--- src/rtl/rv_ctl_pkg.sv ---
package rv_ctl_pkg;

  ////////////////////////////////////////////////////////////
  // widths
  localparam int XLEN       = 32;             // data word width
  localparam int PIXEL_W    = 24;             // rgb pixel, 8 bits per channel
  localparam int LEDS_W     = 4;              // board leds
  localparam int SSD_W      = 8;              // seven-segment pmod
  localparam int SWITCHES_W = 2;              // slide switches
  localparam int BUTTONS_W  = 3;              // push buttons 3..1

  typedef logic [PIXEL_W-1:0] pixel_t;        // one frame-buffer pixel
  typedef logic [11:0]        csr_addr_t;     // csr number from the instruction
  typedef logic [2:0]         csr_opc_t;      // funct3, bit 2 only marks the imm form

  ////////////////////////////////////////////////////////////
  // run modes
  typedef enum logic [1:0] {
    HALT_MODE       = 2'd0,                   // core stopped
    RUN_MODE        = 2'd1,                   // free running
    STEP_CYCLE_MODE = 2'd2,                   // one clock then halt
    STEP_INST_MODE  = 2'd3                    // until next commit then halt
  } run_mode_t;

  ////////////////////////////////////////////////////////////
  // csr operations, low two bits of csr_opc_t
  localparam logic [1:0] CSR_OP_NONE  = 2'd0; // leaves the csr alone
  localparam logic [1:0] CSR_OP_WRITE = 2'd1; // csrrw / csrrwi
  localparam logic [1:0] CSR_OP_SET   = 2'd2; // csrrs / csrrsi
  localparam logic [1:0] CSR_OP_CLEAR = 2'd3; // csrrc / csrrci

  // board csr map, machine custom read/write space
  localparam csr_addr_t CSR_LEDS     = 12'hBC0; // rw, 4 bits
  localparam csr_addr_t CSR_SSD      = 12'hBC1; // rw, 8 bits
  localparam csr_addr_t CSR_SWITCHES = 12'hBC2; // ro, 2 bits
  localparam csr_addr_t CSR_BUTTONS  = 12'hBC3; // ro, 3 bits
  localparam csr_addr_t CSR_MSEC     = 12'hBC4; // ro, ms since reset
  localparam csr_addr_t CSR_PX_ADDR  = 12'hBC8; // rw, pixel index
  localparam csr_addr_t CSR_PX_WDATA = 12'hBC9; // write starts a fb write
  localparam csr_addr_t CSR_PX_RDATA = 12'hBCA; // commit starts a fb read

endpackage

--- src/rtl/csr_file.sv ---
`timescale 1ns/1ps

module csr_file #(
  parameter int PX_ADDR_W = 16                               // pixel address width
) (
  input  logic                                 clk,
  input  logic                                 rst_n,
  input  logic                                 csr_valid_op,  // read phase
  input  logic                                 csr_commit_op, // update phase
  input  rv_ctl_pkg::csr_addr_t                csr_addr,
  input  rv_ctl_pkg::csr_opc_t                 csr_opc,
  input  logic [rv_ctl_pkg::XLEN-1:0]          csr_wdata,
  output logic [rv_ctl_pkg::XLEN-1:0]          csr_rdata,     // old value of the csr
  output logic                                 csr_mem_stall, // fb access in flight
  input  logic [rv_ctl_pkg::SWITCHES_W-1:0]    zybo_switches,
  input  logic [rv_ctl_pkg::BUTTONS_W-1:0]     zybo_buttons,
  input  logic [rv_ctl_pkg::XLEN-1:0]          msec_elapsed,
  output logic [rv_ctl_pkg::LEDS_W-1:0]        zybo_leds,
  output logic [rv_ctl_pkg::SSD_W-1:0]         zybo_ssd,
  output logic                                 fb_req,        // pixel csr requester
  output logic                                 fb_we,
  output logic [PX_ADDR_W-1:0]                 fb_addr,
  output rv_ctl_pkg::pixel_t                   fb_wdata,
  input  logic                                 fb_ready,
  input  rv_ctl_pkg::pixel_t                   fb_rdata
);

  import rv_ctl_pkg::*;

  logic [LEDS_W-1:0]    leds_q;
  logic [SSD_W-1:0]     ssd_q;
  logic [PX_ADDR_W-1:0] px_addr_q;
  pixel_t               px_wdata_q;
  pixel_t               px_rdata_q;  // last pixel fetched from fb
  logic [XLEN-1:0]      rd_val;      // selected csr, zero extended
  logic [XLEN-1:0]      wr_val;      // value after rw/rs/rc
  logic                 wr_class;    // opcode modifies its csr
  logic                 px_start;    // this commit needs the frame buffer

  function automatic logic [XLEN-1:0] csr_apply(
    input logic [1:0]      op,
    input logic [XLEN-1:0] old_val,
    input logic [XLEN-1:0] src
  );
    case (op)
      CSR_OP_WRITE: return src;
      CSR_OP_SET:   return old_val | src;
      CSR_OP_CLEAR: return old_val & ~src;
      default:      return old_val;
    endcase
  endfunction

  ////////////////////////////////////////////////////////////
  // read side
  always_comb begin
    case (csr_addr)
      CSR_LEDS:     rd_val = XLEN'(leds_q);
      CSR_SSD:      rd_val = XLEN'(ssd_q);
      CSR_SWITCHES: rd_val = XLEN'(zybo_switches);
      CSR_BUTTONS:  rd_val = XLEN'(zybo_buttons);
      CSR_MSEC:     rd_val = msec_elapsed;
      CSR_PX_ADDR:  rd_val = XLEN'(px_addr_q);
      CSR_PX_WDATA: rd_val = XLEN'(px_wdata_q);
      CSR_PX_RDATA: rd_val = XLEN'(px_rdata_q);
      default:      rd_val = '0;                      // unmapped reads as zero
    endcase
  end

  assign csr_rdata = csr_valid_op ? rd_val : '0;
  assign wr_val    = csr_apply(csr_opc[1:0], rd_val, csr_wdata); // imm forms share op
  assign wr_class  = (csr_opc[1:0] != CSR_OP_NONE);
  assign px_start  = csr_commit_op &&
                     (((csr_addr == CSR_PX_WDATA) && wr_class) || (csr_addr == CSR_PX_RDATA));

  ////////////////////////////////////////////////////////////
  // write side, read-only and unmapped addresses fall through
  always_ff @(posedge clk) begin
    if (!rst_n) begin
      leds_q     <= '0;
      ssd_q      <= '0;
      px_addr_q  <= '0;
      px_wdata_q <= '0;
      px_rdata_q <= '0;
    end else begin
      if (csr_commit_op) begin
        case (csr_addr)
          CSR_LEDS:     leds_q     <= wr_val[LEDS_W-1:0];
          CSR_SSD:      ssd_q      <= wr_val[SSD_W-1:0];
          CSR_PX_ADDR:  px_addr_q  <= wr_val[PX_ADDR_W-1:0];
          CSR_PX_WDATA: px_wdata_q <= wr_val[PIXEL_W-1:0]; // goes out with fb_req
          default: ;
        endcase
      end
      if (fb_req && fb_ready && !fb_we) px_rdata_q <= fb_rdata; // capture read pixel
    end
  end

  assign zybo_leds = leds_q;
  assign zybo_ssd  = ssd_q;

  ////////////////////////////////////////////////////////////
  // frame-buffer request, held until ready
  always_ff @(posedge clk) begin
    if (!rst_n) begin
      fb_req <= 1'b0;
      fb_we  <= 1'b0;
    end else if (fb_req) begin
      if (fb_ready) fb_req <= 1'b0;                      // drop the cycle after ready
    end else if (px_start) begin
      fb_req <= 1'b1;
      fb_we  <= (csr_addr == CSR_PX_WDATA);
    end
  end

  assign fb_addr       = px_addr_q;
  assign fb_wdata      = px_wdata_q;
  assign csr_mem_stall = fb_req || px_start;             // up from the commit cycle

  a_no_commit_stalled: assert property (@(posedge clk) disable iff (!rst_n)
    fb_req |-> !csr_commit_op)
    else $error("csr commit while the pixel access is stalled");

endmodule

--- src/rtl/hlnk_px_loader.sv ---
`timescale 1ns/1ps

module hlnk_px_loader #(
  parameter int PX_ADDR_W = 16                         // pixel address width
) (
  input  logic                        clk,
  input  logic                        rst_n,
  input  logic                        hlnk_in_valid,   // host word offered
  input  logic [rv_ctl_pkg::XLEN-1:0] hlnk_in_data,
  output logic                        hlnk_in_accept,  // low while a write pends
  output logic                        ld_req,          // fb write request
  output logic [PX_ADDR_W-1:0]        ld_addr,
  output rv_ctl_pkg::pixel_t          ld_wdata,
  input  logic                        ld_ready
);

  import rv_ctl_pkg::*;

  logic [PX_ADDR_W-1:0] ptr;       // next pixel to write
  logic                 is_ptr;    // bit 31 marks a pointer word
  logic                 take;      // word moves this cycle

  assign is_ptr         = hlnk_in_data[XLEN-1];
  assign hlnk_in_accept = ~ld_req;
  assign take           = hlnk_in_valid && hlnk_in_accept;

  always_ff @(posedge clk) begin
    if (!rst_n) begin
      ld_req <= 1'b0;
      ptr    <= '0;
    end else if (ld_req) begin
      if (ld_ready) begin
        ld_req <= 1'b0;
        ptr    <= ptr + 1'b1;               // wraps at the top of the buffer
      end
    end else if (take) begin
      if (is_ptr) ptr <= hlnk_in_data[PX_ADDR_W-1:0];
      else ld_req <= 1'b1;
    end
  end

  always_ff @(posedge clk) begin
    if (take && !is_ptr) ld_wdata <= hlnk_in_data[PIXEL_W-1:0]; // held while pending
  end

  assign ld_addr = ptr;

endmodule

--- src/rtl/px_arbiter.sv ---
`timescale 1ns/1ps

module px_arbiter #(
  parameter int PX_ADDR_W = 16                 // pixel address width
) (
  input  logic                 clk,
  input  logic                 rst_n,
  input  logic                 c_req,          // csr side, read or write
  input  logic                 c_we,
  input  logic [PX_ADDR_W-1:0] c_addr,
  input  rv_ctl_pkg::pixel_t   c_wdata,
  output logic                 c_ready,
  output rv_ctl_pkg::pixel_t   c_rdata,
  input  logic                 l_req,          // loader side, write only
  input  logic [PX_ADDR_W-1:0] l_addr,
  input  rv_ctl_pkg::pixel_t   l_wdata,
  output logic                 l_ready,
  output logic                 px_request,     // frame-buffer port
  output logic                 px_write,
  output logic [PX_ADDR_W-1:0] px_address,
  output rv_ctl_pkg::pixel_t   px_write_data,
  input  logic                 px_ready,
  input  rv_ctl_pkg::pixel_t   px_read_data
);

  import rv_ctl_pkg::*;

  logic busy;       // grant outstanding
  logic owner;      // 0 csr, 1 loader
  logic prio;       // side favoured on a tie
  logic pick;       // winner this cycle

  assign pick = (c_req && l_req) ? prio : l_req;

  always_ff @(posedge clk) begin
    if (!rst_n) begin
      busy  <= 1'b0;
      owner <= 1'b0;
      prio  <= 1'b0;
    end else if (busy) begin
      if (px_ready) busy <= 1'b0;       // owner drops req on the same edge
    end else if (c_req || l_req) begin
      busy  <= 1'b1;
      owner <= pick;
      prio  <= ~pick;                   // other side wins the next tie
    end
  end

  ////////////////////////////////////////////////////////////
  // route the owner out, ready back to the owner only
  assign px_request    = busy;
  assign px_write      = owner ? 1'b1 : c_we;
  assign px_address    = owner ? l_addr : c_addr;
  assign px_write_data = owner ? l_wdata : c_wdata;
  assign c_ready       = busy && px_ready && !owner;
  assign l_ready       = busy && px_ready && owner;
  assign c_rdata       = px_read_data;

  a_px_stable: assert property (@(posedge clk) disable iff (!rst_n)
    (px_request && !px_ready) |=> (px_request && $stable(px_write) &&
                                   $stable(px_address) && $stable(px_write_data)))
    else $error("fb request changed before ready");

  a_ready_to_requester: assert property (@(posedge clk) disable iff (!rst_n)
    (c_ready -> c_req) && (l_ready -> l_req))
    else $error("ready returned to a side without a request");

endmodule

--- src/rtl/run_ctrl.sv ---
`timescale 1ns/1ps

module run_ctrl (
  input  logic                  clk,           // core clock
  input  logic                  rst_n,         // sync, active low
  input  logic                  step_cycle,    // 0->1 asks for a cycle step
  input  logic                  step_instr,    // 0->1 asks for an instruction step
  input  logic                  dbg_halt_core, // 1-cycle halt pulse
  input  logic                  dbg_run_core,  // 1-cycle run pulse
  input  logic                  commit_evt,    // something committed at mem
  input  logic                  commit_ebreak, // ebreak committed
  output logic                  step_ack,      // four-phase step acknowledge
  output logic                  run_cmd_val,   // run_cmd_mode just changed
  output logic                  cpu_running,   // 1 only in free run
  output rv_ctl_pkg::run_mode_t run_cmd_mode   // current run mode
);

  import rv_ctl_pkg::*;

  logic      step_cycle_q;  // previous sample for edge detect
  logic      step_instr_q;
  logic      cyc_edge;      // rising edge on step_cycle
  logic      ins_edge;      // rising edge on step_instr
  logic      in_step;       // a step mode is active
  logic      step_done;     // leaving a step mode for halt
  run_mode_t mode_nxt;

  assign cyc_edge = step_cycle & ~step_cycle_q;
  assign ins_edge = step_instr & ~step_instr_q;
  assign in_step  = (run_cmd_mode == STEP_CYCLE_MODE) || (run_cmd_mode == STEP_INST_MODE);

  ////////////////////////////////////////////////////////////
  // next mode, debugger halt beats ebreak beats run
  always_comb begin
    mode_nxt = run_cmd_mode;
    if (dbg_halt_core || commit_ebreak) begin
      mode_nxt = HALT_MODE;
    end else if (dbg_run_core) begin
      mode_nxt = RUN_MODE;
    end else begin
      case (run_cmd_mode)
        HALT_MODE: begin                           // step edges only count while halted
          if (cyc_edge) mode_nxt = STEP_CYCLE_MODE;
          else if (ins_edge) mode_nxt = STEP_INST_MODE;
        end
        STEP_CYCLE_MODE: mode_nxt = HALT_MODE;     // single clock of progress
        STEP_INST_MODE: begin
          if (commit_evt) mode_nxt = HALT_MODE;    // stop once one instr commits
        end
        default: ;
      endcase
    end
  end

  assign step_done   = in_step && (mode_nxt == HALT_MODE); // also covers halt mid-step
  assign cpu_running = (run_cmd_mode == RUN_MODE);

  always_ff @(posedge clk) begin
    if (!rst_n) begin
      run_cmd_mode <= HALT_MODE;
      run_cmd_val  <= 1'b0;
      step_ack     <= 1'b0;
      step_cycle_q <= 1'b0;
      step_instr_q <= 1'b0;
    end else begin
      step_cycle_q <= step_cycle;
      step_instr_q <= step_instr;
      run_cmd_mode <= mode_nxt;
      run_cmd_val  <= (mode_nxt != run_cmd_mode); // flag every real mode change
      if (step_done) begin
        step_ack <= 1'b1;                         // ack with the return to halt
      end else if (!step_cycle && !step_instr) begin
        step_ack <= 1'b0;                         // request withdrawn, close handshake
      end
    end
  end

  ////////////////////////////////////////////////////////////
  // checks
  a_ack_after_step: assert property (@(posedge clk) disable iff (!rst_n)
    $rose(step_ack) |-> $past(in_step && (step_cycle || step_instr)))
    else $error("step_ack rose without a step request in progress");

  a_val_on_change: assert property (@(posedge clk) disable iff (!rst_n)
    run_cmd_val |-> $past(dbg_halt_core || dbg_run_core || commit_ebreak || in_step ||
                          ((run_cmd_mode == HALT_MODE) && (cyc_edge || ins_edge))))
    else $error("run_cmd_val without a command, an ebreak or a step");

endmodule

--- src/rtl/rv_ctl.sv ---
`timescale 1ns/1ps

module rv_ctl #(
  parameter int PX_ADDR_W = 16                                  // pixel address width
) (
  input  logic                              clk,
  input  logic                              rst_n,
  // run control
  input  logic                              step_cycle,
  input  logic                              step_instr,
  output logic                              step_ack,
  input  logic                              dbg_halt_core,
  input  logic                              dbg_run_core,
  output rv_ctl_pkg::run_mode_t             run_cmd_mode,
  output logic                              run_cmd_val,
  output logic                              cpu_running,
  // pipeline side
  input  logic                              commit_evt,
  input  logic                              commit_ebreak,
  input  logic                              csr_valid_op,
  input  logic                              csr_commit_op,
  input  rv_ctl_pkg::csr_addr_t             csr_addr,
  input  rv_ctl_pkg::csr_opc_t              csr_opc,
  input  logic [rv_ctl_pkg::XLEN-1:0]       csr_wdata,
  output logic [rv_ctl_pkg::XLEN-1:0]       csr_rdata,
  output logic                              csr_mem_stall,
  // host link input channel
  input  logic                              hlnk_in_valid,
  input  logic [rv_ctl_pkg::XLEN-1:0]       hlnk_in_data,
  output logic                              hlnk_in_accept,
  // frame buffer
  output logic                              px_request,
  output logic                              px_write,
  output logic [PX_ADDR_W-1:0]              px_address,
  output rv_ctl_pkg::pixel_t                px_write_data,
  input  logic                              px_ready,
  input  rv_ctl_pkg::pixel_t                px_read_data,
  // board io
  input  logic [rv_ctl_pkg::XLEN-1:0]       msec_elapsed,
  input  logic [rv_ctl_pkg::SWITCHES_W-1:0] zybo_switches,
  input  logic [rv_ctl_pkg::BUTTONS_W-1:0]  zybo_buttons,
  output logic [rv_ctl_pkg::LEDS_W-1:0]     zybo_leds,
  output logic [rv_ctl_pkg::SSD_W-1:0]      zybo_ssd
);

  import rv_ctl_pkg::*;

  logic                 fb_req;     // csr pixel requester
  logic                 fb_we;
  logic [PX_ADDR_W-1:0] fb_addr;
  pixel_t               fb_wdata;
  logic                 fb_ready;
  pixel_t               fb_rdata;
  logic                 ld_req;     // host-link pixel loader
  logic [PX_ADDR_W-1:0] ld_addr;
  pixel_t               ld_wdata;
  logic                 ld_ready;

  run_ctrl i_run_ctrl (.*);

  csr_file #(.PX_ADDR_W(PX_ADDR_W)) i_csr_file (.*);

  hlnk_px_loader #(.PX_ADDR_W(PX_ADDR_W)) i_hlnk_px_loader (.*);

  ////////////////////////////////////////////////////////////
  // one frame-buffer port, two requesters
  px_arbiter #(.PX_ADDR_W(PX_ADDR_W)) i_px_arbiter (
    .clk           (clk          ),
    .rst_n         (rst_n        ),
    .c_req         (fb_req       ), // csr side
    .c_we          (fb_we        ),
    .c_addr        (fb_addr      ),
    .c_wdata       (fb_wdata     ),
    .c_ready       (fb_ready     ),
    .c_rdata       (fb_rdata     ),
    .l_req         (ld_req       ), // loader side
    .l_addr        (ld_addr      ),
    .l_wdata       (ld_wdata     ),
    .l_ready       (ld_ready     ),
    .px_request    (px_request   ),
    .px_write      (px_write     ),
    .px_address    (px_address   ),
    .px_write_data (px_write_data),
    .px_ready      (px_ready     ),
    .px_read_data  (px_read_data )
  );

endmodule

--- config.mk ---
export PLATFORM = sky130hd
export DESIGN_NAME = rv_ctl
export DESIGN_NICKNAME = d
export VERILOG_FILES = /design/src/rtl/rv_ctl_pkg.sv /design/src/rtl/csr_file.sv /design/src/rtl/hlnk_px_loader.sv /design/src/rtl/px_arbiter.sv /design/src/rtl/run_ctrl.sv /design/src/rtl/rv_ctl.sv
export SDC_FILE = /design/constraint.sdc
export NUM_CORES = 1
export LEC_CHECK = 0
export BUFFER_PORTS_ARGS = -buffer_cell sky130_fd_sc_hd__buf_2
export CORE_MARGIN = 4
export CORE_UTILIZATION = 35
export DETAILED_ROUTE_END_ITERATION = 16
export PLACE_DENSITY_LB_ADDON = 0.2
export SLEW_MARGIN = 10
export SYNTH_ARGS = -nofsm -noshare
export SYNTH_HDL_FRONTEND = slang
export SYNTH_HIERARCHICAL = 1
export SYNTH_SLANG_ARGS = --single-unit
--- constraint.sdc ---
create_clock -name clk -period 2.8 [get_ports clk]
set_input_delay 0.56 -clock clk [delete_from_list [all_inputs] [get_ports clk]]
set_output_delay 0.56 -clock clk [all_outputs]
set_load 0.01 [all_outputs]
## Word-level counts from Yosys, hierarchy flattened

Index checks and enable logic that the tools add are counted.

- Add/sub/neg operators: 1
- Eq/ne operators: 16
- Multiplexer cells: 29
- Bitwise gates (word level): 11
- Reductions and logical operators: 35

Operators with widths:

| cell | count |
|---|---|
| 32-bit one-hot mux with 8 select lines | 1 |
| 12-bit == test (second input constant) | 8 |
| 16-bit two-way mux | 5 |
| 24-bit one-hot mux with 3 select lines | 1 |
| 32-bit two-way mux | 1 |
| 24-bit AND | 1 |
| 24-bit two-way mux | 1 |
| 24-bit inverter | 1 |
| 24-bit OR | 1 |
| 16-bit by 1-bit adder with 16-bit output (second input constant) | 1 |
| 1-bit two-way mux | 14 |
| 1-bit logical AND | 12 |
| 2-bit AND reduction | 6 |
| 2-bit two-way mux | 5 |
| 2-bit == test (second input constant) | 4 |
| 2-bit nonzero test | 4 |
| 1-bit inverter | 6 |
| 2-bit one-hot mux with 3 select lines | 1 |
| 1-bit logical NOT | 5 |
| 1-bit logical OR | 5 |
| 2-bit by 1-bit == test with 1-bit output (second input constant) | 2 |
| 2-bit logical NOT | 2 |
| 3-bit AND reduction | 1 |
| 1-bit AND | 2 |
| other kinds (2) | 2 |

- Register bits after elaboration: 128
- Word-level logic and storage cells: 110

## Longest topological paths before layout

Gate-level depths: netlist of the first run.

- Depth in word-level cells: 10
- Gate-level depth with buffers: 9

## By module

Netlist of the first run, hierarchy kept.

By module, submodules not included:

| module | times used | cells each | area each (sq um) |
|---|---|---|---|
| csr_file | 1 | 616 | 5082.4 |
| hlnk_px_loader | 1 | 168 | 1816.7 |
| px_arbiter | 1 | 85 | 994.7 |
| run_ctrl | 1 | 31 | 280.3 |

## Worst setup path before layout of the first run

OpenSTA, ideal clock, no wires.

- Path kind: flip-flop to flip-flop
- From: register i_hlnk_px_loader.ld_req
- To: register i_hlnk_px_loader.ld_wdata[0], enable pin
- Library setup time: 443 ps
- Data arrival time: 2419 ps
- Data required time: 2357 ps
- Path slack: -62 ps
- Cell stages (with the launch flop): 3
- Period minus slack after synthesis: 2862 ps
- Path through: dfxtp_1 > buf_2 > nor3b_1

- Longest elaborated chain between the ends: 3

RTL lines:

| element | line | RTL |
|---|---|---|
| from (decl) | hlnk_px_loader.sv:11 | `output logic ld_req,` |
| from (signal assigned) | hlnk_px_loader.sv:29 | `ld_req <= 1'b0;` |
| from (signal assigned) | hlnk_px_loader.sv:33 | `ld_req <= 1'b0;` |
| from (signal assigned) | hlnk_px_loader.sv:38 | `else ld_req <= 1'b1;` |
| 1-bit inverter | hlnk_px_loader.sv:24 | `assign hlnk_in_accept = ~ld_req;` |
| 1-bit logical AND | hlnk_px_loader.sv:25 | `assign take = hlnk_in_valid && hlnk_in_accept;` |
| 1-bit logical AND | hlnk_px_loader.sv:43 | `if (take && !is_ptr) ld_wdata <= hlnk_in_data[PIXEL_W-1:0];` |
| to (signal assigned) | hlnk_px_loader.sv:43 |  |
| to (decl) | hlnk_px_loader.sv:13 | `output rv_ctl_pkg::pixel_t ld_wdata,` |

Every way passes these cells.
A chain may end at the register's enable or synchronous reset.

## Worst setup path in the final report of the first run

- From: input port csr_addr[2]
- To: output port csr_rdata[3] in the netlist's numbering

- Longest elaborated chain between the ends: 3
- Elaborated cells between the ends (all ways): 10
- Classes of those cells: eq/ne: 8; mux: 2

RTL lines:

| element | line | RTL |
|---|---|---|
| from (decl) | rv_ctl.sv:22 | `input rv_ctl_pkg::csr_addr_t csr_addr,` |
| 12-bit == test | csr_file.sv:56 | `case (csr_addr)` |
| 32-bit one-hot mux with 8 select lines (*) | csr_file.sv:56 |  |
| 32-bit two-way mux (*) | csr_file.sv:69 | `assign csr_rdata = csr_valid_op ? rd_val : '0;` |
| to (decl) | rv_ctl.sv:25 | `output logic [rv_ctl_pkg::XLEN-1:0] csr_rdata,` |

Mark *: on every way between the ends. The rest lies on a longest branch, timed or not.

==> results of run 1 <==
-- per-layer routing --
layer / vias to the layer above / track usage (%)
met4: 2 / 4.38
met2: 280 / 34.8
met3: 24 / 4.52
li1: 3675 / -
met1: 3608 / 28.4
met5: - / 0
-- logic make-up after synthesis --
logic type | after synthesis | share of synthesized area (%)
buf+inv | 102 | 8.20
mux | 76 | 11.7
simple gates | 341 | 23.7
flops | 128 | 34.3
xor+xnor | 20 | 2.14
compound gates | 232 | 19.8
fa+ha+maj | 1 | 0.153
-- cell type report --
type,count,share of cell area (%)
Inverter,9,0.338
Tap cell,313,3.92
Sequential cell,128,28.1
Clock buffer,26,5.10
Multi-Input combinational cell,670,47.2
Timing Repair Buffer,266,14.6
Clock inverter,5,0.776
-- metrics by stage --
step	total power, µW	worst slack, ns	cells
finish	4790	0.199	1417
global route	4980	0.00914	1417
CTS	4840	0.142	1417
detailed placement	2580	0.148	1386
global placement	2580	0.182	1386
floorplan	2380	0.517	900
-- worst register-to-register path: cells and delay by family, from the launching register on --
family,cells,cell delay (ns)
multiplexers,1,0.27
flip-flops,1,0.55
AO/OA/AOI/OAI,1,0.14
AND/OR/NAND/NOR,3,1.07
-- power by group --
| part | internal [µW] | switching (µW) |
|---|---|---|
| registers | 1920 | 37.3 |
| logic | 271 | 324 |
| clock network | 1420 | 818 |
| total | 3610 | 1180 |
-- registers in the layout, indices dropped and copies added, names as in the netlist --
| signal | flops |
|---|---|
| i_csr_file/fb_wdata | 24 |
| i_csr_file/px_rdata_q | 24 |
| i_hlnk_px_loader/ld_wdata | 24 |
| i_csr_file/fb_addr | 16 |
| i_hlnk_px_loader/ld_addr | 16 |
| i_csr_file/zybo_ssd | 8 |
| i_csr_file/zybo_leds | 4 |
| i_run_ctrl/run_cmd_mode | 2 |
| i_csr_file/fb_req | 1 |
| i_csr_file/fb_we | 1 |
| i_hlnk_px_loader/ld_req | 1 |
| i_px_arbiter/owner | 1 |
| i_px_arbiter/prio | 1 |
| i_px_arbiter/px_request | 1 |
| i_run_ctrl/run_cmd_val | 1 |
| i_run_ctrl/step_ack | 1 |
| i_run_ctrl/step_cycle_q | 1 |
| i_run_ctrl/step_instr_q | 1 |
-- worst min-delay path by stage --
stage / end / slack (ns) / depth (start not counted)
floorplan: i_csr_file/px_rdata_q[6]$_SDFFE_PN0P_ / 0.44 / 2
global placement: i_csr_file/px_rdata_q[20]$_SDFFE_PN0P_ / 0.45 / 2
detailed placement: i_csr_file/px_rdata_q[19]$_SDFFE_PN0P_ / 0.46 / 2
CTS: i_hlnk_px_loader/ld_wdata[19]$_DFFE_PP_ / 0.30 / 1
global route: i_hlnk_px_loader/ld_wdata[16]$_DFFE_PP_ / 0.31 / 1
finish: i_hlnk_px_loader/ld_wdata[19]$_DFFE_PP_ / 0.32 / 1
-- synthesized netlist by cell type (4+ instances only) --
cell type                   number
sky130_fd_sc_hd__a211oi_1       17
sky130_fd_sc_hd__a21boi_0       28
sky130_fd_sc_hd__a21oi_1        37
sky130_fd_sc_hd__a22oi_1         6
sky130_fd_sc_hd__a31o_2          8
sky130_fd_sc_hd__a31oi_1        22
sky130_fd_sc_hd__and2_1         19
sky130_fd_sc_hd__and3_1          5
sky130_fd_sc_hd__and4_1          4
sky130_fd_sc_hd__buf_2          16
sky130_fd_sc_hd__buf_4          34
sky130_fd_sc_hd__buf_6           9
sky130_fd_sc_hd__clkbuf_1       27
sky130_fd_sc_hd__dfxtp_1       104
sky130_fd_sc_hd__edfxtp_1       24
sky130_fd_sc_hd__inv_1           9
sky130_fd_sc_hd__mux2_2         12
sky130_fd_sc_hd__mux2_4         36
sky130_fd_sc_hd__mux2i_1        28
sky130_fd_sc_hd__nand2_1       102
sky130_fd_sc_hd__nand2b_1        7
sky130_fd_sc_hd__nand3_1        33
sky130_fd_sc_hd__nand3b_1       17
sky130_fd_sc_hd__nand4_1         7
sky130_fd_sc_hd__nand4_2         4
sky130_fd_sc_hd__nand4b_1       11
sky130_fd_sc_hd__nand4bb_1      11
sky130_fd_sc_hd__nor2_1         45
sky130_fd_sc_hd__nor2b_1        15
sky130_fd_sc_hd__nor3_1         21
sky130_fd_sc_hd__nor4_1          6
sky130_fd_sc_hd__o211ai_1        4
sky130_fd_sc_hd__o21a_1          4
sky130_fd_sc_hd__o21ai_0        42
sky130_fd_sc_hd__o21ai_1        11
sky130_fd_sc_hd__o22ai_1         5
sky130_fd_sc_hd__o2bb2ai_1       5
sky130_fd_sc_hd__o31ai_1        11
sky130_fd_sc_hd__or3_1           4
sky130_fd_sc_hd__xnor2_1        11
sky130_fd_sc_hd__xor2_1          9
==> key figures, run 1 <==
Power
  – Areal power density over the cells: 479 mW/mm²
  – Standby leakage power: 0.00400 µW
  – Maximum ir drop on the vdd rail: 0.368 mV

Routing
  – Routed via count divided by cell count: 5.36
  – Routed met2 length: 13.3 mm
  – Post-DRT Antenna Nets: 0
  – Routed Wire Length: 28.1 mm
  – Routed met1 length: 12.6 mm
  – Number of iterations in the first detailed-routing pass: 4
  – Vias: 7589
  – Met3 wirelength from detailed routing: 1.91 mm
  – Residual DRC: 0
  – Number of design-rule violations left by the first detailed-router iteration: 489
  – Top sig layer: met5
  – Routed wire length per instance: 19.9 µm

Timing
  – Worst rel slew slack: 59.0%
  – Setup TNS Final: 0 ns
  – Final count of negative-setup-slack endpoints: 0
  – Clock Skews: 0.00820 ns
  – Minimum clock period after layout: 2.60 ns
  – Hold slack final: 0.317 ns
  – Peak Freq: 0.385 GHz
  – Unrepaired setup endpoints after global routing: false
  – Final Hold Vio Count: 0
  – Number of pins exceeding their max-slew limit in the final report: 0
  – Final Cycle Share: 92.9%
  – Measured slew at the worst slew-check pin: 0.605 ns

Layout
  – Most common library cell in the layout ignoring fill and taps: sky130_fd_sc_hd__buf_2
  – Fill count: 2343
  – Layout cells sized above 1: 34.9%
  – Nets: 1245
  – Storage cell area: 0.00280 mm²
  – Most frequent cells in the layout: sky130_fd_sc_hd__buf_2 (228), sky130_fd_sc_hd__dfxtp_1 (103), sky130_fd_sc_hd__nand2_1 (102)
  – Multi-input logic area: 0.00471 mm²
  – Diodes inserted: 0
  – Fin area: 0.00999 mm²
  – Utilization after layout: 43.9%
  – Area added between synthesis and finish: 22.3%

Placed design
  – Cell area after placement: 0.00941 mm²
  – Count of input and output buffers: 228
  – HPWL after detailed placement: 21.2 mm
  – Final weighted congestion in routability-driven placement: 0.849

Min path
  – Hold WC Path Type: in2reg
  – HP Start: hlnk_in_data[19]

Job
  – Max-cap viol count: 0

Floorplanning
  – Count of boundary I/O pins: 245
  – Floorplan core area: 0.0228 mm²
  – Num rows: 55
  – Die X-Extent: 161 µm
  – Die area: 0.0259 mm²
  – Initial Utilization: 35.9%
  – Die height: 161 µm

Setup path
  – Top cell family by delay on the critical path: buffers and inverters
  – CP Cell Sequence: buf_2, buf_4, nand2b_1, nor4b_1, buf_4, nor3_1, nor2_1, buf_2
  – Worst Setup End Kind: output pin
  – Crit start category: input pin
  – Required time at the endpoint of the critical path: 2.24 ns
  – RR Startpoint: i_px_arbiter/owner$_SDFFE_PN0P_
  – Critical path fanouts, max: 25
  – Setup slack on the worst flop-to-flop path: 0.71 ns
  – Crit-path slowest cell: sky130_fd_sc_hd__buf_4
  – Total buffers and inverters traversed by the critical path: 4
  – Worst Path Class, Setup: in2out
  – Levels on crit path: 8
  – WP data arrival: 2.04 ns
  – Worst setup path startpoint: csr_addr[2]
  – Capture point of the worst reg-to-reg path: i_hlnk_px_loader/ld_addr[14]$_SDFFE_PN0P_
  – End point of the critical path: csr_rdata[3]
  – Max incr delay on CP: 0.32 ns
  – Cell count of the worst reg-to-reg path: 5

Synth
  – Library cell occupying the most area in the post-synthesis netlist: sky130_fd_sc_hd__dfxtp_1
  – Unique cell type count in the Yosys netlist: 88
  – Average size of a mapped cell: 9.08 µm²
  – Post-synthesis sequential element count: 128
  – Seq/Total Area, Yosys: 34.3%
  – EDFF count, synth: 24
  – Mapped Cells: 900
  – Top-area cell type share of the netlist area: 25.5%
  – Cell types with the largest area share after synthesis: sky130_fd_sc_hd__dfxtp_1 (25%), sky130_fd_sc_hd__edfxtp_1 (8.8%), sky130_fd_sc_hd__mux2_4 (6.6%), sky130_fd_sc_hd__nand2_1 (4.7%), sky130_fd_sc_hd__mux2i_1 (3.4%)
  – Asr flop ratio synth: 0%
  – Yosys Warn Count: 6
  – Prevailing post-synth register cell: sky130_fd_sc_hd__dfxtp_1
  – Netlist area before placement: 0.00817 mm²
  – Synthesized net count: 1053

Clock network
  – PostCTS Resize Cnt: 0
  – TritonCTS clock tree: done
  – Number of buffers added by the clock tree synthesis step: 17
  – Sink Count: 128
  – Worst-case clock buffer depth: 2
  – CTS HTree Levels: 4
  – Post-CTS setup buffer count: 0
  – Clock transition at the registers of the reported paths: 0.06 ns
  – Clock insertion delay at the later pin of the skew report: 0.42 ns
  – Cts-stage hold buffer count: 0
  – CTS root buf: sky130_fd_sc_hd__clkbuf_16

GRT
  – Global-route usage over all layers: 21.0%
  – Initial antenna violation count: 1
  – Wire length of the first global-routing pass: 42.8 mm
  – Sum of overflow across all layers after global routing: 0
  – Vias in the first global route: 7428
  – Largest net degree at the start of global routing: 61

Run status
  – Outcome: complete, no violations
No activity file was read; power rests on OpenSTA's default activity.
==> inputs of run 2 (changes only) <==
- SYNTH_HIERARCHICAL: 1 -> unset
==> key figures, run 2 <==
Synth
  – Unique cell type count in the Yosys netlist: 79
  – Dominant cell by count in the synthesized netlist: sky130_fd_sc_hd__nand2_1
  – Post-Synth XOR/XNOR Area: 0.355%
  – Mapped Cells: 847
  – Post-synthesis sequential element count: 128
  – Multiplexer fraction of the synthesized cell area: 9.65%
  – Combinational family with the most area after synthesis: compound AO/OA/AOI/OAI gates
  – Simple-Gate Fraction of Synth Area: 21.0%
  – Prevailing post-synth register cell: sky130_fd_sc_hd__dfxtp_1
  – Cell types with the largest area share after synthesis: sky130_fd_sc_hd__dfxtp_1 (28%), sky130_fd_sc_hd__edfxtp_1 (9.7%), sky130_fd_sc_hd__mux2_2 (7.0%), sky130_fd_sc_hd__nand2_1 (6.2%), sky130_fd_sc_hd__o21ai_0 (3.7%)
  – Seq/Total Area, Yosys: 37.9%
  – Top cells by count, synth: sky130_fd_sc_hd__nand2_1 (123), sky130_fd_sc_hd__dfxtp_1 (104), sky130_fd_sc_hd__o21ai_0 (55)
  – Average size of a mapped cell: 8.74 µm²
  – Asr flop ratio synth: 0%
  – Synthesized net count: 1000
  – Library cell occupying the most area in the post-synthesis netlist: sky130_fd_sc_hd__dfxtp_1
  – Netlist area before placement: 0.00740 mm²
  – Arithmetic-cell share of the synthesized area counting full adders, half adders and majority gates: 0.169%
  – EDFF count, synth: 24
  – Top-area cell type share of the netlist area: 28.1%
  – Yosys Warn Count: 0
  – Compound-Gate Fraction of Synth Area: 26.0%

Routing
  – Number of design-rule violations left by the first detailed-router iteration: 692
  – Residual DRC: 0
  – Number of iterations in the first detailed-routing pass: 7
  – Routed Wire Length: 27.5 mm
  – Routed wire length per instance: 20.1 µm
  – Routed via count divided by cell count: 5.61
  – Post-DRT Antenna Nets: 0
  – Vias: 7655

Layout
  – Area added between synthesis and finish: 30.2%
  – Utilization after layout: 47.0%
  – Nets: 1232
  – Layout cells sized above 1: 37.6%
  – Most frequent cells in the layout: sky130_fd_sc_hd__buf_2 (228), sky130_fd_sc_hd__nand2_1 (123), sky130_fd_sc_hd__dfxtp_1 (103)
  – Fin area: 0.00964 mm²
  – Fill count: 2039
  – Most common library cell in the layout ignoring fill and taps: sky130_fd_sc_hd__buf_2

Clock network
  – PostCTS Resize Cnt: 0
  – Clock insertion delay at the later pin of the skew report: 0.43 ns
  – CTS HTree Levels: 4
  – Post-CTS setup buffer count: 0
  – Sink Count: 128
  – Worst-case clock buffer depth: 2
  – Clock transition at the registers of the reported paths: 0.06 ns
  – Number of buffers added by the clock tree synthesis step: 17
  – TritonCTS clock tree: done
  – Cts-stage hold buffer count: 0
  – CTS root buf: sky130_fd_sc_hd__clkbuf_16

GRT
  – Global-route usage over all layers: 22.6%
  – Met2 demand-to-capacity share in global routing: 34.0%
  – Sum of overflow across all layers after global routing: 0
  – Wire length of the first global-routing pass: 42.0 mm
  – Most used routing layer in global routing: met2
  – Largest net degree at the start of global routing: 44
  – Initial antenna violation count: 3
  – Vias in the first global route: 7271
  – Met1 track utilization from global routing: 32.1%
  – Met3 capacity usage during global routing: 5.63%

Setup path
  – Crit-path slowest cell: sky130_fd_sc_hd__and3b_1
  – Levels on crit path: 6
  – Max incr delay on CP: 0.48 ns
  – Setup slack on the worst flop-to-flop path: 0.69 ns
  – Cell seen most often among critical-path stages: sky130_fd_sc_hd__buf_2
  – End point of the critical path: csr_rdata[18]
  – Total buffers and inverters traversed by the critical path: 2
  – WP data arrival: 2.08 ns
  – RR Startpoint: i_hlnk_px_loader.ld_addr[0]$_SDFFE_PN0P_
  – Worst Setup End Kind: output pin
  – Critical path fanouts, max: 18
  – Capture point of the worst reg-to-reg path: i_hlnk_px_loader.ld_addr[14]$_SDFFE_PN0P_
  – Worst setup path startpoint: csr_addr[3]
  – Crit start category: input pin
  – CP Cell Sequence: buf_2, and3b_1, a22oi_1, o21ai_0, and2_1, buf_2
  – Required time at the endpoint of the critical path: 2.24 ns
  – Worst Path Class, Setup: in2out
  – Cell count of the worst reg-to-reg path: 6
  – Top cell family by delay on the critical path: simple AND/OR/NAND/NOR gates

Power
  – Clock network power share: 48.2%
  – Areal power density over the cells: 500 mW/mm²
  – Maximum ir drop on the vdd rail: 0.310 mV
  – Power share of the sequential group: 40.7%
  – Comb pwr share: 11.2%
  – Standby leakage power: 0.00396 µW
  – Proportion of total power due to net switching: 25.8%
  – Switching power: 1240 µW
  – Internal power of the cells: 3570 µW

Floorplanning
  – Num rows: 52
  – Floorplan core area: 0.0205 mm²
  – Die height: 153 µm
  – Count of boundary I/O pins: 245
  – Die area: 0.0235 mm²
  – Die X-Extent: 153 µm
  – Initial Utilization: 36.1%

Run status
  – Outcome: complete, no violations

Timing
  – Measured slew at the worst slew-check pin: 0.718 ns
  – Clock Skews: 0.00949 ns
  – Minimum clock period after layout: 2.64 ns
  – Final Cycle Share: 94.2%
  – Number of pins exceeding their max-slew limit in the final report: 0
  – Worst rel slew slack: 50.9%
  – Final Hold Vio Count: 0
  – Unrepaired setup endpoints after global routing: false
  – Setup TNS Final: 0 ns
  – Peak Freq: 0.379 GHz
  – Final count of negative-setup-slack endpoints: 0

Placed design
  – Final weighted congestion in routability-driven placement: 0.863
  – Count of input and output buffers: 228
  – HPWL after detailed placement: 20.5 mm
  – Cell area after placement: 0.00903 mm²

Min path
  – Hold WC Path Type: in2reg

Job
  – Max-cap viol count: 0
[run 2: changes by cell type in the layout (fill, tap and decap cells not counted), sizes merged, moves of 10 or more]
| cell | before | now |
|---|---|---|
| nor3 | 21 | 11 |
| a21oi | 39 | 52 |
| a22oi | 6 | 18 |
| nand2 | 103 | 123 |
| nand3b | 17 | 6 |
| buf | 266 | 286 |
| o221a | 1 | 23 |
| mux2i | 28 | 17 |
| a21boi | 29 | 3 |
| a211oi | 17 | 7 |
| o211ai | 5 | 18 |
[run 2: worst min-delay path by stage]
stage                                      startpoint                                       to  slack [ns]  depth (start not counted)
3_3_place_gp   i_csr_file.px_rdata_q[21]$_SDFFE_PN0P_   i_csr_file.px_rdata_q[21]$_SDFFE_PN0P_        0.44                          2
2_1_floorplan   i_csr_file.px_rdata_q[1]$_SDFFE_PN0P_    i_csr_file.px_rdata_q[1]$_SDFFE_PN0P_        0.43                          2
6_report                             hlnk_in_data[22]  i_hlnk_px_loader.ld_wdata[22]$_DFFE_PP_        0.30                          1
4_1_cts                              hlnk_in_data[18]  i_hlnk_px_loader.ld_wdata[18]$_DFFE_PP_        0.29                          1
3_5_place_dp   i_csr_file.px_rdata_q[16]$_SDFFE_PN0P_   i_csr_file.px_rdata_q[16]$_SDFFE_PN0P_        0.45                          2
5_1_grt                              hlnk_in_data[19]  i_hlnk_px_loader.ld_wdata[19]$_DFFE_PP_        0.29                          1
[run 2: power by group through the flow]
| stage | registers [µW] | logic (µW) | clock network (µW) |
|---|---|---|---|
| floorplan | 1970 | 296 | 0 |
| global placement | 2000 | 529 | 0 |
| detailed placement | 2000 | 532 | 0 |
| CTS | 1960 | 534 | 2350 |
| global route | 1960 | 585 | 2440 |
| finish | 1960 | 537 | 2320 |
[run 2: layout make-up]
type,count,area (µm²),share of cell area (%)
Inverter,10,37.5,0.390
Clock buffer,19,443,4.60
Antenna cell,3,7.51,0.0779
Timing Repair Buffer,286,1600,16.6
Sequential cell,128,2800,29.1
Tap cell,270,338,3.51
Multi-Input combinational cell,636,4250,44.1
Clock inverter,13,160,1.66
[run 2: per-stage QoR]
stage	total power, µW	setup slack (ns)	std cells	hold slack (ns)
5_1_grt	4990	0.0193	1364	0.286
2_1_floorplan	2270	0.411	847	0.432
4_1_cts	4850	0.177	1362	0.290
6_report	4820	0.162	1365	0.300
3_3_place_gp	2530	0.156	1330	0.444
3_5_place_dp	2530	0.142	1330	0.449
[run 2: logic make-up (layout without fill, tap and decap cells)]
family / after synthesis / in the layout
xor+xnor: 3 / 3
mux: 64 / 64
flops: 128 / 128
other cells: 0 / 3
fa+ha+maj: 1 / 1
simple gates: 299 / 299
buf+inv: 83 / 328
compound gates: 269 / 269
[run 2: metal layers]
layer	part of all wire (%)	wire length, µm
met1	45	12500
met2	44	12200
met3	8.3	2270
met4	1.8	487
met5	0.025	7
==> inputs of run 3 (changes only) <==
- TNS_END_PERCENT: unset -> 20
- clock period: 2.8 -> 3.2 ns (I/O delays scaled with it)
==> key figures, run 3 (same netlist as run 2, synthesis figures left out) <==
Timing
  – Number of pins exceeding their max-slew limit in the final report: 0
  – Worst rel slew slack: 54.1%
  – Measured slew at the worst slew-check pin: 0.671 ns
  – Worst-case setup margin in the final layout: 0.329 ns
  – Final Hold Vio Count: 0
  – Peak Freq: 0.348 GHz
  – Final Cycle Share: 89.7%
  – Hold slack final: 0.384 ns
  – Clock Skews: 0.00924 ns
  – Final count of negative-setup-slack endpoints: 0
  – Setup TNS Final: 0 ns
  – Minimum clock period after layout: 2.87 ns
  – Unrepaired setup endpoints after global routing: false

GRT
  – Initial antenna violation count: 2
  – Most used routing layer in global routing: met2
  – Largest net degree at the start of global routing: 44
  – Vias in the first global route: 7307
  – Sum of overflow across all layers after global routing: 0
  – Met3 capacity usage during global routing: 4.52%
  – Global-route usage over all layers: 22.7%
  – Met1 track utilization from global routing: 32.2%
  – Met2 demand-to-capacity share in global routing: 35.2%
  – Wire length of the first global-routing pass: 42.2 mm

Clock network
  – CTS HTree Levels: 4
  – Post-CTS setup buffer count: 0
  – TritonCTS clock tree: done
  – Sink Count: 128
  – Worst-case clock buffer depth: 2
  – Clock insertion delay at the later pin of the skew report: 0.43 ns
  – Number of buffers added by the clock tree synthesis step: 17
  – PostCTS Resize Cnt: 0
  – Clock transition at the registers of the reported paths: 0.06 ns
  – CTS root buf: sky130_fd_sc_hd__clkbuf_16
  – Cts-stage hold buffer count: 0

Layout
  – Most frequent cells in the layout: sky130_fd_sc_hd__buf_2 (228), sky130_fd_sc_hd__nand2_1 (123), sky130_fd_sc_hd__dfxtp_1 (103)
  – Area added between synthesis and finish: 28.4%
  – Most common library cell in the layout ignoring fill and taps: sky130_fd_sc_hd__buf_2
  – Layout cells sized above 1: 37.2%
  – Nets: 1221
  – Number of standard cells in the final layout excluding fillers: 1353

Power
  – Areal power density over the cells: 425 mW/mm²
  – Internal power of the cells: 2970 µW
  – Power share of the sequential group: 42.3%
  – Comb pwr share: 11.5%
  – Clock network power share: 46.1%
  – Standby leakage power: 0.00390 µW
  – Switching power: 1080 µW
  – Proportion of total power due to net switching: 26.6%
  – Maximum ir drop on the vdd rail: 0.341 mV

Min path
  – HP Start: hlnk_in_data[16]
  – Instance count along the most critical hold path: 1
  – Hold WC Path Type: in2reg
  – Endpoint with the worst hold slack: i_hlnk_px_loader.ld_wdata[16]$_DFFE_PP_

Routing
  – Routed via count divided by cell count: 5.63
  – Routed wire length per instance: 20.4 µm
  – Routed Wire Length: 27.6 mm
  – Number of design-rule violations left by the first detailed-router iteration: 514
  – Number of iterations in the first detailed-routing pass: 6
  – Vias: 7614
  – Post-DRT Antenna Nets: 0
  – Residual DRC: 0

Setup path
  – Required time at the endpoint of the critical path: 2.56 ns
  – Worst Path Class, Setup: in2out
  – Capture point of the worst reg-to-reg path: i_hlnk_px_loader.ld_addr[14]$_SDFFE_PN0P_
  – Setup slack on the worst flop-to-flop path: 1.12 ns
  – Critical path fanouts, max: 19
  – RR Startpoint: i_hlnk_px_loader.ld_addr[0]$_SDFFE_PN0P_
  – Worst Setup End Kind: output pin
  – Cell count of the worst reg-to-reg path: 6
  – WP data arrival: 2.23 ns
  – Crit start category: input pin

Floorplanning
  – Num rows: 52
  – Count of boundary I/O pins: 245
  – Initial Utilization: 36.1%
  – Floorplan core area: 0.0205 mm²
  – Die X-Extent: 153 µm
  – Die height: 153 µm
  – Die area: 0.0235 mm²

Placed design
  – Count of input and output buffers: 228
  – HPWL after detailed placement: 20.5 mm
  – Worst setup slack before clock tree synthesis: 0.302 ns
  – Number of instances in the placed design: 1319
  – Final weighted congestion in routability-driven placement: 0.868

Run status
  – Outcome: complete, no violations

Job
  – Max-cap viol count: 0
[run 3: critical path: stages]
cell,delay [ns]
sky130_fd_sc_hd__buf_2,0.23
sky130_fd_sc_hd__buf_12,0.21
sky130_fd_sc_hd__nor4b_4,0.42
sky130_fd_sc_hd__buf_4,0.20
sky130_fd_sc_hd__a22o_1,0.18
sky130_fd_sc_hd__nor2_1,0.05
sky130_fd_sc_hd__nor2_1,0.13
sky130_fd_sc_hd__buf_2,0.15
[run 3: layer usage]
metal | part of all wire [%] | vias up | wire length (µm)
met5 | 0.029 | - | 8
met4 | 2.0 | 2 | 554
met3 | 6.9 | 37 | 1890
met2 | 45 | 302 | 12300
met1 | 46 | 3627 | 12800
li1 | - | 3646 | -
[run 3: through the flow]
stage / util (%) / instance area [µm²] / total power (µW)
after CTS: 46.3 / 9500 / 4060
after detailed placement: 43.6 / 8940 / 2210
final: 46.4 / 9500 / 4040
after floorplan: - / 7400 / 1990
after global placement: 43.6 / 8940 / 2200
after global routing: 46.4 / 9500 / 4190
[run 3: area by class of cell]
cell class	instances	area [µm²]
fillers	2091	11000
multi-input cells	636	4250
flip-flops and latches	128	2800
repair buffers	275	1520
clock buffers	19	443
well taps	270	338
clock inverters	13	113
inverters	10	37.5
diodes	2	5.00
[run 3: power by group through the flow]
stage          Combinational [µW]  Clock [µW]  Sequential, µW
5_1_grt                       507        1970            1720
6_report                      466        1860            1710
4_1_cts                       465        1890            1710
3_3_place_gp                  458           0            1740
2_1_floorplan                 259           0            1730
3_5_place_dp                  462           0            1750
[run 3: worst max path at each step]
stage / slack [ns] / from / depth (start not counted) / end
final: 0.33 / csr_addr[1] / 8 / csr_rdata[5]
after global routing: 0.18 / csr_addr[2] / 7 / csr_rdata[18]
after detailed placement: 0.30 / csr_addr[0] / 7 / csr_rdata[9]
after global placement: 0.33 / csr_addr[0] / 7 / csr_rdata[15]
after CTS: 0.30 / csr_addr[0] / 7 / csr_rdata[9]
after floorplan: 0.65 / csr_addr[0] / 7 / csr_rdata[16]
